--- config.mk ---
export PLATFORM = sky130hd
export DESIGN_NAME = expand_conv_top
export DESIGN_NICKNAME = d
export VERILOG_FILES = /design/src/conv_pkg.sv /design/src/expand_conv_top.sv /design/src/mac_lanes.sv /design/src/tap_fifo.sv /design/src/tap_sequencer.sv /design/src/weight_rom.sv
export VERILOG_INCLUDE_DIRS = /design/src /design/src/include
export SDC_FILE = /design/constraint.sdc
export NUM_CORES = 2
export LEC_CHECK = 0
export ABC_AREA = 1
export BUFFER_PORTS_ARGS = -buffer_cell sky130_fd_sc_hd__clkbuf_2
export CORE_MARGIN = 4
export CORE_UTILIZATION = 35
export CTS_BUF_LIST = sky130_fd_sc_hd__clkbuf_4 sky130_fd_sc_hd__clkbuf_8 sky130_fd_sc_hd__clkbuf_16
export CTS_CLUSTER_SIZE = 24
export DETAILED_ROUTE_END_ITERATION = 8
export GPL_ROUTABILITY_DRIVEN = 0
export PLACE_DENSITY = 0.47
export SLEW_MARGIN = 15
export SYNTH_ARGS = -nofsm -noshare
export SYNTH_HDL_FRONTEND = slang
export SYNTH_HIERARCHICAL = 1
export SYNTH_SLANG_ARGS = --single-unit
--- constraint.sdc ---
create_clock -name clk -period 14.4 [get_ports clk]
set_clock_uncertainty 0.15 [all_clocks]
set_input_delay 2.16 -clock clk [delete_from_list [all_inputs] [get_ports clk]]
set_output_delay 2.16 -clock clk [all_outputs]
set_load 0.1 [all_outputs]
--- src/include/conv_cfg.svh ---
////////////////////////////////////////////////////////////
// Expand convolution sizing
// Lane count, window shape, requantization and FIFO depth
////////////////////////////////////////////////////////////
`ifndef CONV_CFG_SVH
`define CONV_CFG_SVH

// Output channels computed in parallel
`define CONV_LANES 4

// Taps per window, 3x3 kernel over 2 input channels
`define CONV_TAPS 18

// Output positions per run
`define CONV_WINDOWS 6

// Fraction bits dropped when requantizing to 16 bits
`define CONV_FRAC 6

// Default tap FIFO depth
`define CONV_FIFO_DEPTH 8

`endif

--- src/conv_pkg.sv ---
////////////////////////////////////////////////////////////
// Expand convolution shared types
// Data types, FIFO payload and coefficient rules
////////////////////////////////////////////////////////////
`default_nettype none
`include "conv_cfg.svh"

package conv_pkg;

	typedef logic signed [15:0] pixel_t;
	typedef logic signed [7:0] weight_t;
	typedef logic signed [31:0] acc_t;

	// One tagged pixel on its way to the lanes
	typedef struct packed {
		pixel_t pix;
		logic [4:0] tap;
		logic last_tap;
		logic last_win;
		logic layer;
	} tap_entry_t;

	// Per-lane vectors, lane 0 in the low bits
	typedef pixel_t [`CONV_LANES-1:0] pixel_vec_t;
	typedef weight_t [`CONV_LANES-1:0] weight_vec_t;
	typedef acc_t [`CONV_LANES-1:0] acc_vec_t;

	// Weight in -8..7 for a layer, lane and tap
	function automatic weight_t coef_weight(input int layer, input int lane, input int tap);
		int raw;
		raw = (tap * 3 + lane * 5 + layer * 7) % 16;
		return weight_t'(raw - 8);
	endfunction

	// Bias already scaled to the accumulator fraction
	function automatic acc_t coef_bias(input int layer, input int lane);
		return acc_t'((lane * 40 + layer * 25 - 60) * (1 << `CONV_FRAC));
	endfunction

endpackage

`default_nettype wire

--- src/expand_conv_top.sv ---
////////////////////////////////////////////////////////////
// Expand convolution engine
// Sequencer, tap FIFO, weight ROM and MAC lanes
////////////////////////////////////////////////////////////
`timescale 1ns/1ps
`default_nettype none
`include "conv_cfg.svh"

module expand_conv_top (
	input logic clk,
	input logic rst,
	input logic start,
	input logic layer_sel,
	input conv_pkg::pixel_t pix_data,
	input logic pix_valid,
	output logic pix_ready,
	output conv_pkg::pixel_vec_t ofm_data,
	output logic ofm_valid,
	input logic ofm_ready,
	output logic busy,
	output logic done
);
	// Sequencer to FIFO
	conv_pkg::tap_entry_t seq_entry;
	logic seq_valid;
	logic seq_ready;

	// FIFO to lanes
	conv_pkg::tap_entry_t fifo_entry;
	logic fifo_valid;
	logic fifo_ready;

	// Lanes to ROM and back
	logic rom_layer;
	logic [4:0] rom_tap;
	conv_pkg::weight_vec_t lane_weight;
	conv_pkg::acc_vec_t lane_bias;

	tap_sequencer seq_i (
		.clk(clk),
		.rst(rst),
		.start(start),
		.layer_sel(layer_sel),
		.pix_data(pix_data),
		.pix_valid(pix_valid),
		.pix_ready(pix_ready),
		.seq_entry(seq_entry),
		.seq_valid(seq_valid),
		.seq_ready(seq_ready),
		.done(done),
		.busy(busy)
	);

	tap_fifo #(
		.DEPTH(`CONV_FIFO_DEPTH)
	) fifo_i (
		.clk(clk),
		.rst(rst),
		.in_entry(seq_entry),
		.in_valid(seq_valid),
		.in_ready(seq_ready),
		.out_entry(fifo_entry),
		.out_valid(fifo_valid),
		.out_ready(fifo_ready)
	);

	weight_rom rom_i (
		.clk(clk),
		.layer(rom_layer),
		.tap(rom_tap),
		.lane_weight(lane_weight),
		.lane_bias(lane_bias)
	);

	mac_lanes lanes_i (
		.clk(clk),
		.rst(rst),
		.fifo_entry(fifo_entry),
		.fifo_valid(fifo_valid),
		.fifo_ready(fifo_ready),
		.rom_layer(rom_layer),
		.rom_tap(rom_tap),
		.lane_weight(lane_weight),
		.lane_bias(lane_bias),
		.ofm_data(ofm_data),
		.ofm_valid(ofm_valid),
		.ofm_ready(ofm_ready),
		.done(done)
	);

endmodule

`default_nettype wire

--- src/mac_lanes.sv ---
////////////////////////////////////////////////////////////
// MAC lane array
// Multiply-accumulate per lane, then bias, ReLU, requantize
////////////////////////////////////////////////////////////
`timescale 1ns/1ps
`default_nettype none
`include "conv_cfg.svh"

module mac_lanes (
	input logic clk,
	input logic rst,
	input conv_pkg::tap_entry_t fifo_entry,
	input logic fifo_valid,
	output logic fifo_ready,
	output logic rom_layer,
	output logic [4:0] rom_tap,
	input conv_pkg::weight_vec_t lane_weight,
	input conv_pkg::acc_vec_t lane_bias,
	output conv_pkg::pixel_vec_t ofm_data,
	output logic ofm_valid,
	input logic ofm_ready,
	output logic done
);
	localparam conv_pkg::acc_t SAT_MAX = 32767;

	logic stall;

	// Popped entry, ROM read in flight
	conv_pkg::tap_entry_t s1_entry;
	logic s1_valid;

	// Pixel with its coefficients
	conv_pkg::pixel_t s2_pix;
	conv_pkg::weight_vec_t s2_weight;
	conv_pkg::acc_vec_t s2_bias;
	logic s2_valid;
	logic s2_first;
	logic s2_last_tap;
	logic s2_last_win;

	// Accumulators and finished-window flag
	conv_pkg::acc_vec_t acc;
	conv_pkg::acc_vec_t s3_bias;
	logic s3_valid;
	logic s3_last_win;

	conv_pkg::acc_vec_t prod;
	conv_pkg::acc_vec_t biased;
	conv_pkg::pixel_vec_t result;
	logic ofm_last;

	// A held output freezes every stage
	assign stall = ofm_valid && !ofm_ready;
	assign fifo_ready = fifo_valid && !stall;

	// Address follows the entry that will sit in stage 1
	assign rom_layer = fifo_ready ? fifo_entry.layer : s1_entry.layer;
	assign rom_tap = fifo_ready ? fifo_entry.tap : s1_entry.tap;

	////////////////////////////////////////////////////////////
	// Lane arithmetic
	////////////////////////////////////////////////////////////
	always_comb begin
		conv_pkg::acc_t scaled;
		for (int l = 0; l < `CONV_LANES; l++) begin
			prod[l] = conv_pkg::acc_t'($signed(s2_pix)) * conv_pkg::acc_t'($signed(s2_weight[l]));
			biased[l] = acc[l] + s3_bias[l];
			scaled = $signed(biased[l]) >>> `CONV_FRAC;
			// ReLU, then clamp to the 16-bit range
			if (biased[l][31])
				result[l] = '0;
			else if (scaled > SAT_MAX)
				result[l] = 16'sd32767;
			else
				result[l] = scaled[15:0];
		end
	end

	always_ff @(posedge clk or negedge rst) begin
		if (!rst) begin
			s1_valid <= 1'b0;
			s2_valid <= 1'b0;
			s3_valid <= 1'b0;
			ofm_valid <= 1'b0;
			done <= 1'b0;
		end else begin
			done <= ofm_valid && ofm_ready && ofm_last;
			if (!stall) begin
				s1_valid <= fifo_ready;
				s2_valid <= s1_valid;
				s3_valid <= s2_valid && s2_last_tap;
				ofm_valid <= s3_valid;
			end
		end
	end

	always_ff @(posedge clk) begin
		if (fifo_ready)
			s1_entry <= fifo_entry;
		if (!stall) begin
			if (s1_valid) begin
				s2_pix <= s1_entry.pix;
				s2_weight <= lane_weight;
				s2_bias <= lane_bias;
				s2_first <= s1_entry.tap == 5'd0;
				s2_last_tap <= s1_entry.last_tap;
				s2_last_win <= s1_entry.last_win;
			end
			if (s2_valid) begin
				// Tap 0 starts a fresh window
				for (int l = 0; l < `CONV_LANES; l++)
					acc[l] <= s2_first ? prod[l] : acc[l] + prod[l];
				s3_bias <= s2_bias;
				s3_last_win <= s2_last_win;
			end
			if (s3_valid) begin
				ofm_data <= result;
				ofm_last <= s3_last_win;
			end
		end
	end

endmodule

`default_nettype wire

--- src/tap_fifo.sv ---
////////////////////////////////////////////////////////////
// Tap FIFO
// First-word fall-through buffer for tagged tap entries
////////////////////////////////////////////////////////////
`timescale 1ns/1ps
`default_nettype none
`include "conv_cfg.svh"

module tap_fifo #(
	parameter int DEPTH = `CONV_FIFO_DEPTH
) (
	input logic clk,
	input logic rst,
	input conv_pkg::tap_entry_t in_entry,
	input logic in_valid,
	output logic in_ready,
	output conv_pkg::tap_entry_t out_entry,
	output logic out_valid,
	input logic out_ready
);
	localparam int PTR_W = (DEPTH > 1) ? $clog2(DEPTH) : 1;
	localparam int CNT_W = $clog2(DEPTH + 1);

	conv_pkg::tap_entry_t mem [DEPTH];
	logic [PTR_W-1:0] wr_ptr;
	logic [PTR_W-1:0] rd_ptr;
	logic [CNT_W-1:0] count;
	logic push;
	logic pop;

	// Pointer step with wrap for any depth
	function automatic logic [PTR_W-1:0] next_ptr(input logic [PTR_W-1:0] p);
		return (p == PTR_W'(DEPTH - 1)) ? '0 : p + 1'b1;
	endfunction

	assign in_ready = count != CNT_W'(DEPTH);
	assign out_valid = count != '0;
	assign out_entry = mem[rd_ptr];
	assign push = in_valid && in_ready;
	assign pop = out_valid && out_ready;

	always_ff @(posedge clk) begin
		if (push)
			mem[wr_ptr] <= in_entry;
	end

	always_ff @(posedge clk or negedge rst) begin
		if (!rst) begin
			wr_ptr <= '0;
			rd_ptr <= '0;
			count <= '0;
		end else begin
			if (push)
				wr_ptr <= next_ptr(wr_ptr);
			if (pop)
				rd_ptr <= next_ptr(rd_ptr);
			// Simultaneous push and pop leaves the count alone
			if (push && !pop)
				count <= count + 1'b1;
			else if (pop && !push)
				count <= count - 1'b1;
		end
	end

endmodule

`default_nettype wire

--- src/tap_sequencer.sv ---
////////////////////////////////////////////////////////////
// Tap sequencer
// Tags incoming pixels with tap, window and layer per run
////////////////////////////////////////////////////////////
`timescale 1ns/1ps
`default_nettype none
`include "conv_cfg.svh"

module tap_sequencer (
	input logic clk,
	input logic rst,
	input logic start,
	input logic layer_sel,
	input conv_pkg::pixel_t pix_data,
	input logic pix_valid,
	output logic pix_ready,
	output conv_pkg::tap_entry_t seq_entry,
	output logic seq_valid,
	input logic seq_ready,
	input logic done,
	output logic busy
);
	localparam int WIN_W = $clog2(`CONV_WINDOWS);

	logic busy_q;
	logic feeding;
	logic layer_q;
	logic [4:0] tap_cnt;
	logic [WIN_W-1:0] win_cnt;
	logic last_tap;
	logic last_win;
	logic launch;
	logic take;

	// Start only counts while idle
	assign launch = start && !busy;
	// Busy drops together with the done pulse
	assign busy = busy_q && !done;

	assign last_tap = tap_cnt == 5'(`CONV_TAPS - 1);
	assign last_win = win_cnt == WIN_W'(`CONV_WINDOWS - 1);

	// Pixels pass straight through to the FIFO
	assign pix_ready = feeding && seq_ready;
	assign seq_valid = feeding && pix_valid;
	assign take = pix_valid && pix_ready;

	always_comb begin
		seq_entry.pix = pix_data;
		seq_entry.tap = tap_cnt;
		seq_entry.last_tap = last_tap;
		seq_entry.last_win = last_win;
		seq_entry.layer = layer_q;
	end

	////////////////////////////////////////////////////////////
	// Run state and counters
	////////////////////////////////////////////////////////////
	always_ff @(posedge clk or negedge rst) begin
		if (!rst) begin
			busy_q <= 1'b0;
			feeding <= 1'b0;
			layer_q <= 1'b0;
			tap_cnt <= '0;
			win_cnt <= '0;
		end else if (launch) begin
			busy_q <= 1'b1;
			feeding <= 1'b1;
			layer_q <= layer_sel;
			tap_cnt <= '0;
			win_cnt <= '0;
		end else begin
			if (done)
				busy_q <= 1'b0;
			if (take) begin
				if (last_tap) begin
					tap_cnt <= '0;
					win_cnt <= win_cnt + 1'b1;
					// Whole run handed over
					if (last_win)
						feeding <= 1'b0;
				end else begin
					tap_cnt <= tap_cnt + 1'b1;
				end
			end
		end
	end

endmodule

`default_nettype wire

--- src/weight_rom.sv ---
////////////////////////////////////////////////////////////
// Weight ROM
// Registered lookup of all lane weights and biases
////////////////////////////////////////////////////////////
`timescale 1ns/1ps
`default_nettype none
`include "conv_cfg.svh"

module weight_rom (
	input logic clk,
	input logic layer,
	input logic [4:0] tap,
	output conv_pkg::weight_vec_t lane_weight,
	output conv_pkg::acc_vec_t lane_bias
);
	conv_pkg::weight_vec_t w_tab [2][`CONV_TAPS];
	conv_pkg::acc_vec_t b_tab [2];

	////////////////////////////////////////////////////////////
	// Constant tables, one set per layer
	////////////////////////////////////////////////////////////
	for (genvar g = 0; g < 2; g++) begin : g_layer
		for (genvar l = 0; l < `CONV_LANES; l++) begin : g_lane
			assign b_tab[g][l] = conv_pkg::coef_bias(g, l);
			for (genvar t = 0; t < `CONV_TAPS; t++) begin : g_tap
				assign w_tab[g][t][l] = conv_pkg::coef_weight(g, l, t);
			end
		end
	end

	// Read port, one cycle of latency
	always_ff @(posedge clk) begin
		if (tap < 5'(`CONV_TAPS))
			lane_weight <= w_tab[layer][tap];
		else
			lane_weight <= '0;
		lane_bias <= b_tab[layer];
	end

endmodule

`default_nettype wire

Word level (Yosys, flattened, before mapping)
Memory sizes are Yosys's and may differ from the RTL's. Index checks and enable logic that the tools add are counted.

Add/sub/neg operators: 14. $mul: 4. Magnitude comparators: 7. Equal/unequal tests: 5. Mux-type cells: 37. Bitwise gates (word level): 3. Reductions and logical operators: 36.

Operator list (number): $mux 576 (3); $add 32x32->32 (8); $mux 128 (2); $mux 32 (6); $bmux 32 s5 (1); $mux 109 (1); $gt 26x16->1 const B (4); $mul 16x8->24 (4); $mux 15 (4); $mux 5 (4); $mux 3 (5); $logic_and 1x1->1 (14); $reduce_bool 2->1 (5); $add 3x1->3 const B (3); $eq 3x3->1 const B (3); $mux 1 (9); $mux 4 (2); $reduce_and 2->1 (4); $reduce_or 2->1 (4); $ge 6x6->1 const B (1); $logic_not 1->1 (6); $not 5->6 (1); $add 5x1->5 const B (1); $eq 5x5->1 const B (1); 10 further kinds (10).

Flip-flop bits (word level): 711. Memory bits (writable): 192. Bits of input ports: 22. Output and inout bits: 68. Logic and storage cells: 163. Memories: 1.

Memories: fifo_i.mem (words 8, bits a word 24, rd ports 1, clocked after memory_dff 0, write ports 1, RTL line tap_fifo.sv:24) `conv_pkg::tap_entry_t mem [DEPTH];`.

Logic depth before layout (Yosys ltp)
Depth in word-level cells: 12. Mapped depth: 36. Depth with buffers taken out: 34.

Cells and area by module
Netlist, hierarchy kept.

By module, submodules not included: mac_lanes (times used 1, cells each 6444, area each 52208.8 µm², seq. area each 15890.2 µm²); tap_fifo (times used 1, cells each 916, area each 8924.8 µm², seq. area each 6015.8 µm²); weight_rom (times used 1, cells each 272, area each 1983.2 µm², seq. area each 320.3 µm²); tap_sequencer (times used 1, cells each 108, area each 860.8 µm², seq. area each 275.3 µm²).

Worst setup path after synthesis
No wires, ideal clock.

Kind: in2reg. From: input ofm_ready. To: register lanes_i/acc[0] (netlist name), enable pin. Library setup time: 880 ps. Arrival time: 12901 ps. Required time: 13370 ps. Slack: 469 ps. Stages on the path: 2. Buffers on the path: 0. Cells stage by stage: nor2_1 -> nor2_1.

Longest elaborated chain between the ends: 4.

RTL lines: start: declaration (RTL line expand_conv_top.sv:19) `input logic ofm_ready,`; $logic_not 1->1 (RTL line mac_lanes.sv:53) `assign stall = ofm_valid && !ofm_ready;`; $logic_and 1x1->1 (RTL line mac_lanes.sv:53); $not 1->1 (no line); $reduce_and 2->1 (no line); end signal: indexed assignment (RTL line mac_lanes.sv:112) `acc[l] <= s2_first ? prod[l] : acc[l] + prod[l];`; end: declaration (RTL line mac_lanes.sv:42) `conv_pkg::acc_vec_t acc;`.

No other way between the ends. A chain may end at the register's enable or synchronous reset.

Worst setup path in the final report
From: register lanes_i.s2_pix[14]. To: register lanes_i/acc[31] (netlist name) (data pin).

Longest elaborated chain between the ends: 3.

RTL lines: start: declaration (RTL line mac_lanes.sv:33) `conv_pkg::pixel_t s2_pix;`; start signal: assignment (RTL line mac_lanes.sv:102) `s2_pix <= s1_entry.pix;`; $mul 16x8->24 * (RTL line mac_lanes.sv:66) `prod[l] = conv_pkg::acc_t'($signed(s2_pix)) * conv_pkg::acc_t'($signed(s2_weight[l]));`; $add 32x32->32 (RTL line mac_lanes.sv:112); $mux 32 * (RTL line mac_lanes.sv:112).

Every way passes the cells marked *; elsewhere a longest branch is shown, timed or not.

==> run metrics <==
maxcap violations=0; die footprint=189700 µm²; Avg Vias per Cell=4.695; number of global-route vias before repair=48.27k; post-synth top area share=0.3365; global route overflow=0; global routing met1 resource utilization=0.2268; Avg Cell Area, Syn=8.266 µm²; FF-to-FF path depth=24; critical path fanouts, max=15; Clock Path Buffers=3; busiest layer in global routing=met2; global-route wire length before repair=259200 µm; top post-synthesis cells by area=edfxtp_1, fa_1, nand2_1; Arr. time, crit path=7860 ps; Max stage delay on crit path=910 ps; # hold bufs at CTS=0; Worst EP required=14670 ps; Syn Std Cell Area=63980 µm²; fin nets=8607; most frequent CP cell=fa_1; hold path depth=0; Final period util=0.5273; gr usage total=0.1690; Area growth, synth to finish=8.456%; most common cell in the synthesized netlist=nand2_1; critical path, cell by cell=buf_4 > inv_1 > nand2_1 > fa_1 > fa_1 > inv_1 > fa_1 > fa_1 > ha_1 > inv_1 > nor3_1 > nand4_1 > o211ai_1 > xor2_1 > ha_1 > a21oi_1 > o21ai_0 > a21oi_1 > o21ai_0 > nor2_1 > nand3_1 > nand2_1 > nor2_1 > xor2_1; Synth top cells by count=nand2_1, inv_1, edfxtp_1, nor2_1, ha_1; #FFs+latches synth=759; post-route ant nets=0; startpoint type of the worst setup path=flip-flop; clk root buf=clkbuf_16; EDFF count, synth=717; Die X-Extent=435.5 µm; Top FF cell, synth=edfxtp_1; DP HPWL=120900 µm; Hold Vio Cnt, Final=0; Slew @ Worst Pin=1135 ps; # IOs=90; fmax=0.1317 GHz; Clock Sinks=759; H-tree Lvls=3; Crit. path cell count=24; post-CTS sizing=0; Worst-Skew Late Latency=740 ps; Mapped Cells=7740; status=finished clean; crit path capture=lanes_i/acc[31]; Routed WL=160800 µm; final setup fails=0; Synthesis Warnings=6; min cycle time layout=7594 ps; DR iter-0 viols=2531; TritonCTS Buffers=95; port bufs=89; CTS tree=built; buffer and inverter count on the worst path=4; post-synthesis sequential area ratio=0.3517; Rows=156; DRC violations left=0; Worst Path Class, Setup=flip-flop to flip-flop; Worst path slowest cell=xor2_1; CP Launch Point=lanes_i/s2_pix[14]; Core Area=181300 µm²; Post-synth ARST share=0.03426; Post-CTS Setup Repair Bufs=0; largest net degree at the start of global routing=147; CP top delay family=adder cells; max-slew violation count=0; Fin Setup TNS=0 ps; routed wire length per instance=15.82 µm; Die Ht=435.5 µm; Vias=47.73k; RSZ-0062 raised after global routing=no; worst reg2reg startpoint=lanes_i/s2_pix[14]; reg2reg end=lanes_i/acc[31]; post-synth cell types=64; R2R Setup Slk=6810 ps; min-delay worst type=flip-flop to flip-flop; Initial Util=0.3528; drt pass-1 iters=5; met2 usage=0.2877; most area-hungry cell type in the Yosys netlist=edfxtp_1; initial antenna violation count=3; proportion of layout cells with a drive suffix above 1=0.05339; Slew HR=0.2406; grt met3 use=0.01880; CP endpoint kind=flip-flop; Clk pin slew, worst setup/hold paths=60 ps
==> state kept, by name (all words and copies together) (netlist names), 2 cells and up <==
name	cells
fifo_i/mem	192
lanes_i/acc	128
lanes_i/s2_bias	128
lanes_i/s3_bias	128
lanes_i/ofm_data	64
lanes_i/s2_weight	32
lanes_i/s1_entry	24
lanes_i/s2_pix	16
rom_i/lane_weight	14
seq_i/tap_cnt	5
fifo_i/count	4
fifo_i/rd_ptr	3
fifo_i/wr_ptr	3
seq_i/win_cnt	3
rom_i/lane_bias	2
==> cells in the final DEF, fill, tap and decap left out, types with 96 or more instances in the layout <==
master | netlist | routed
nand2_1 | 2011 | 2011
inv_1 | 1499 | 1499
edfxtp_1 | 717 | 717
nor2_1 | 632 | 629
ha_1 | 456 | 456
fa_1 | 417 | 417
a21oi_1 | 385 | 385
o21ai_0 | 299 | 299
nand3_1 | 225 | 225
xor2_1 | 105 | 105
conb_1 | 3 | 98
clkbuf_16 | 0 | 96
==> worst min path at each step <==
| stage | from | endpoint | slack [ps] |
|---|---|---|---|
| floorplan | rom_i/lane_weight[10] | lanes_i/s2_weight[10] | 240 |
| global placement | rom_i/lane_weight[25] | lanes_i/s2_weight[25] | 240 |
| detailed placement | rom_i/lane_weight[25] | lanes_i/s2_weight[25] | 240 |
| CTS | lanes_i/s2_bias[9] | lanes_i/s3_bias[9] | 230 |
| global route | lanes_i/s2_bias[9] | lanes_i/s3_bias[9] | 250 |
| finish | rom_i/lane_weight[8] | lanes_i/s2_weight[8] | 230 |
==> routing by layer <==
metal / share of wire / vias up
met3: 0.033 / 207
met4: 0.025 / 0
met1: 0.47 / 22620
met2: 0.47 / 734
li1: - / 24170
met5: 0 / -
==> stage by stage <==
stage | worst slack (ps) | cells | area [µm²] | utilization | hold slack (ps)
floorplan | 468.9 | 7835 | 64330 | - | 235.5
global placement | 6895 | 9985 | 66030 | 0.3641 | 237.5
detailed placement | 6872 | 9985 | 66030 | 0.3641 | 238.7
CTS | 6789 | 10160 | 69380 | 0.3826 | 227.3
global route | 6380 | 10160 | 69390 | 0.3826 | 249.1
finish | 6806 | 10170 | 69390 | 0.3827 | 228.2
==> cell families after synthesis <==
logic type | after synthesis | synth area share
DFF | 759 | 0.3517
adders and majority gates | 873 | 0.2197
other | 3 | 0.0001760
AOI/OAI and AO/OA | 905 | 0.07856
xor gates and xnor gates | 197 | 0.02750
and+or+nand+nor | 3137 | 0.2002
buffers and inverters | 1866 | 0.1222
==> final cells by class <==
class,count,area (µm²)
fill,18450,111900
multi-input combinational,5210,34080
sequential,759,22510
inverter,1515,5690
tap,2370,2965
clock buffer,120,2601
timing repair buffer,131,785.8
clock inverter,57,753.2
antenna,3,7.507
Power is left out: the tool's default activity adds up to more than one toggle a clock period on the data nets, which glitch-free logic cannot reach.
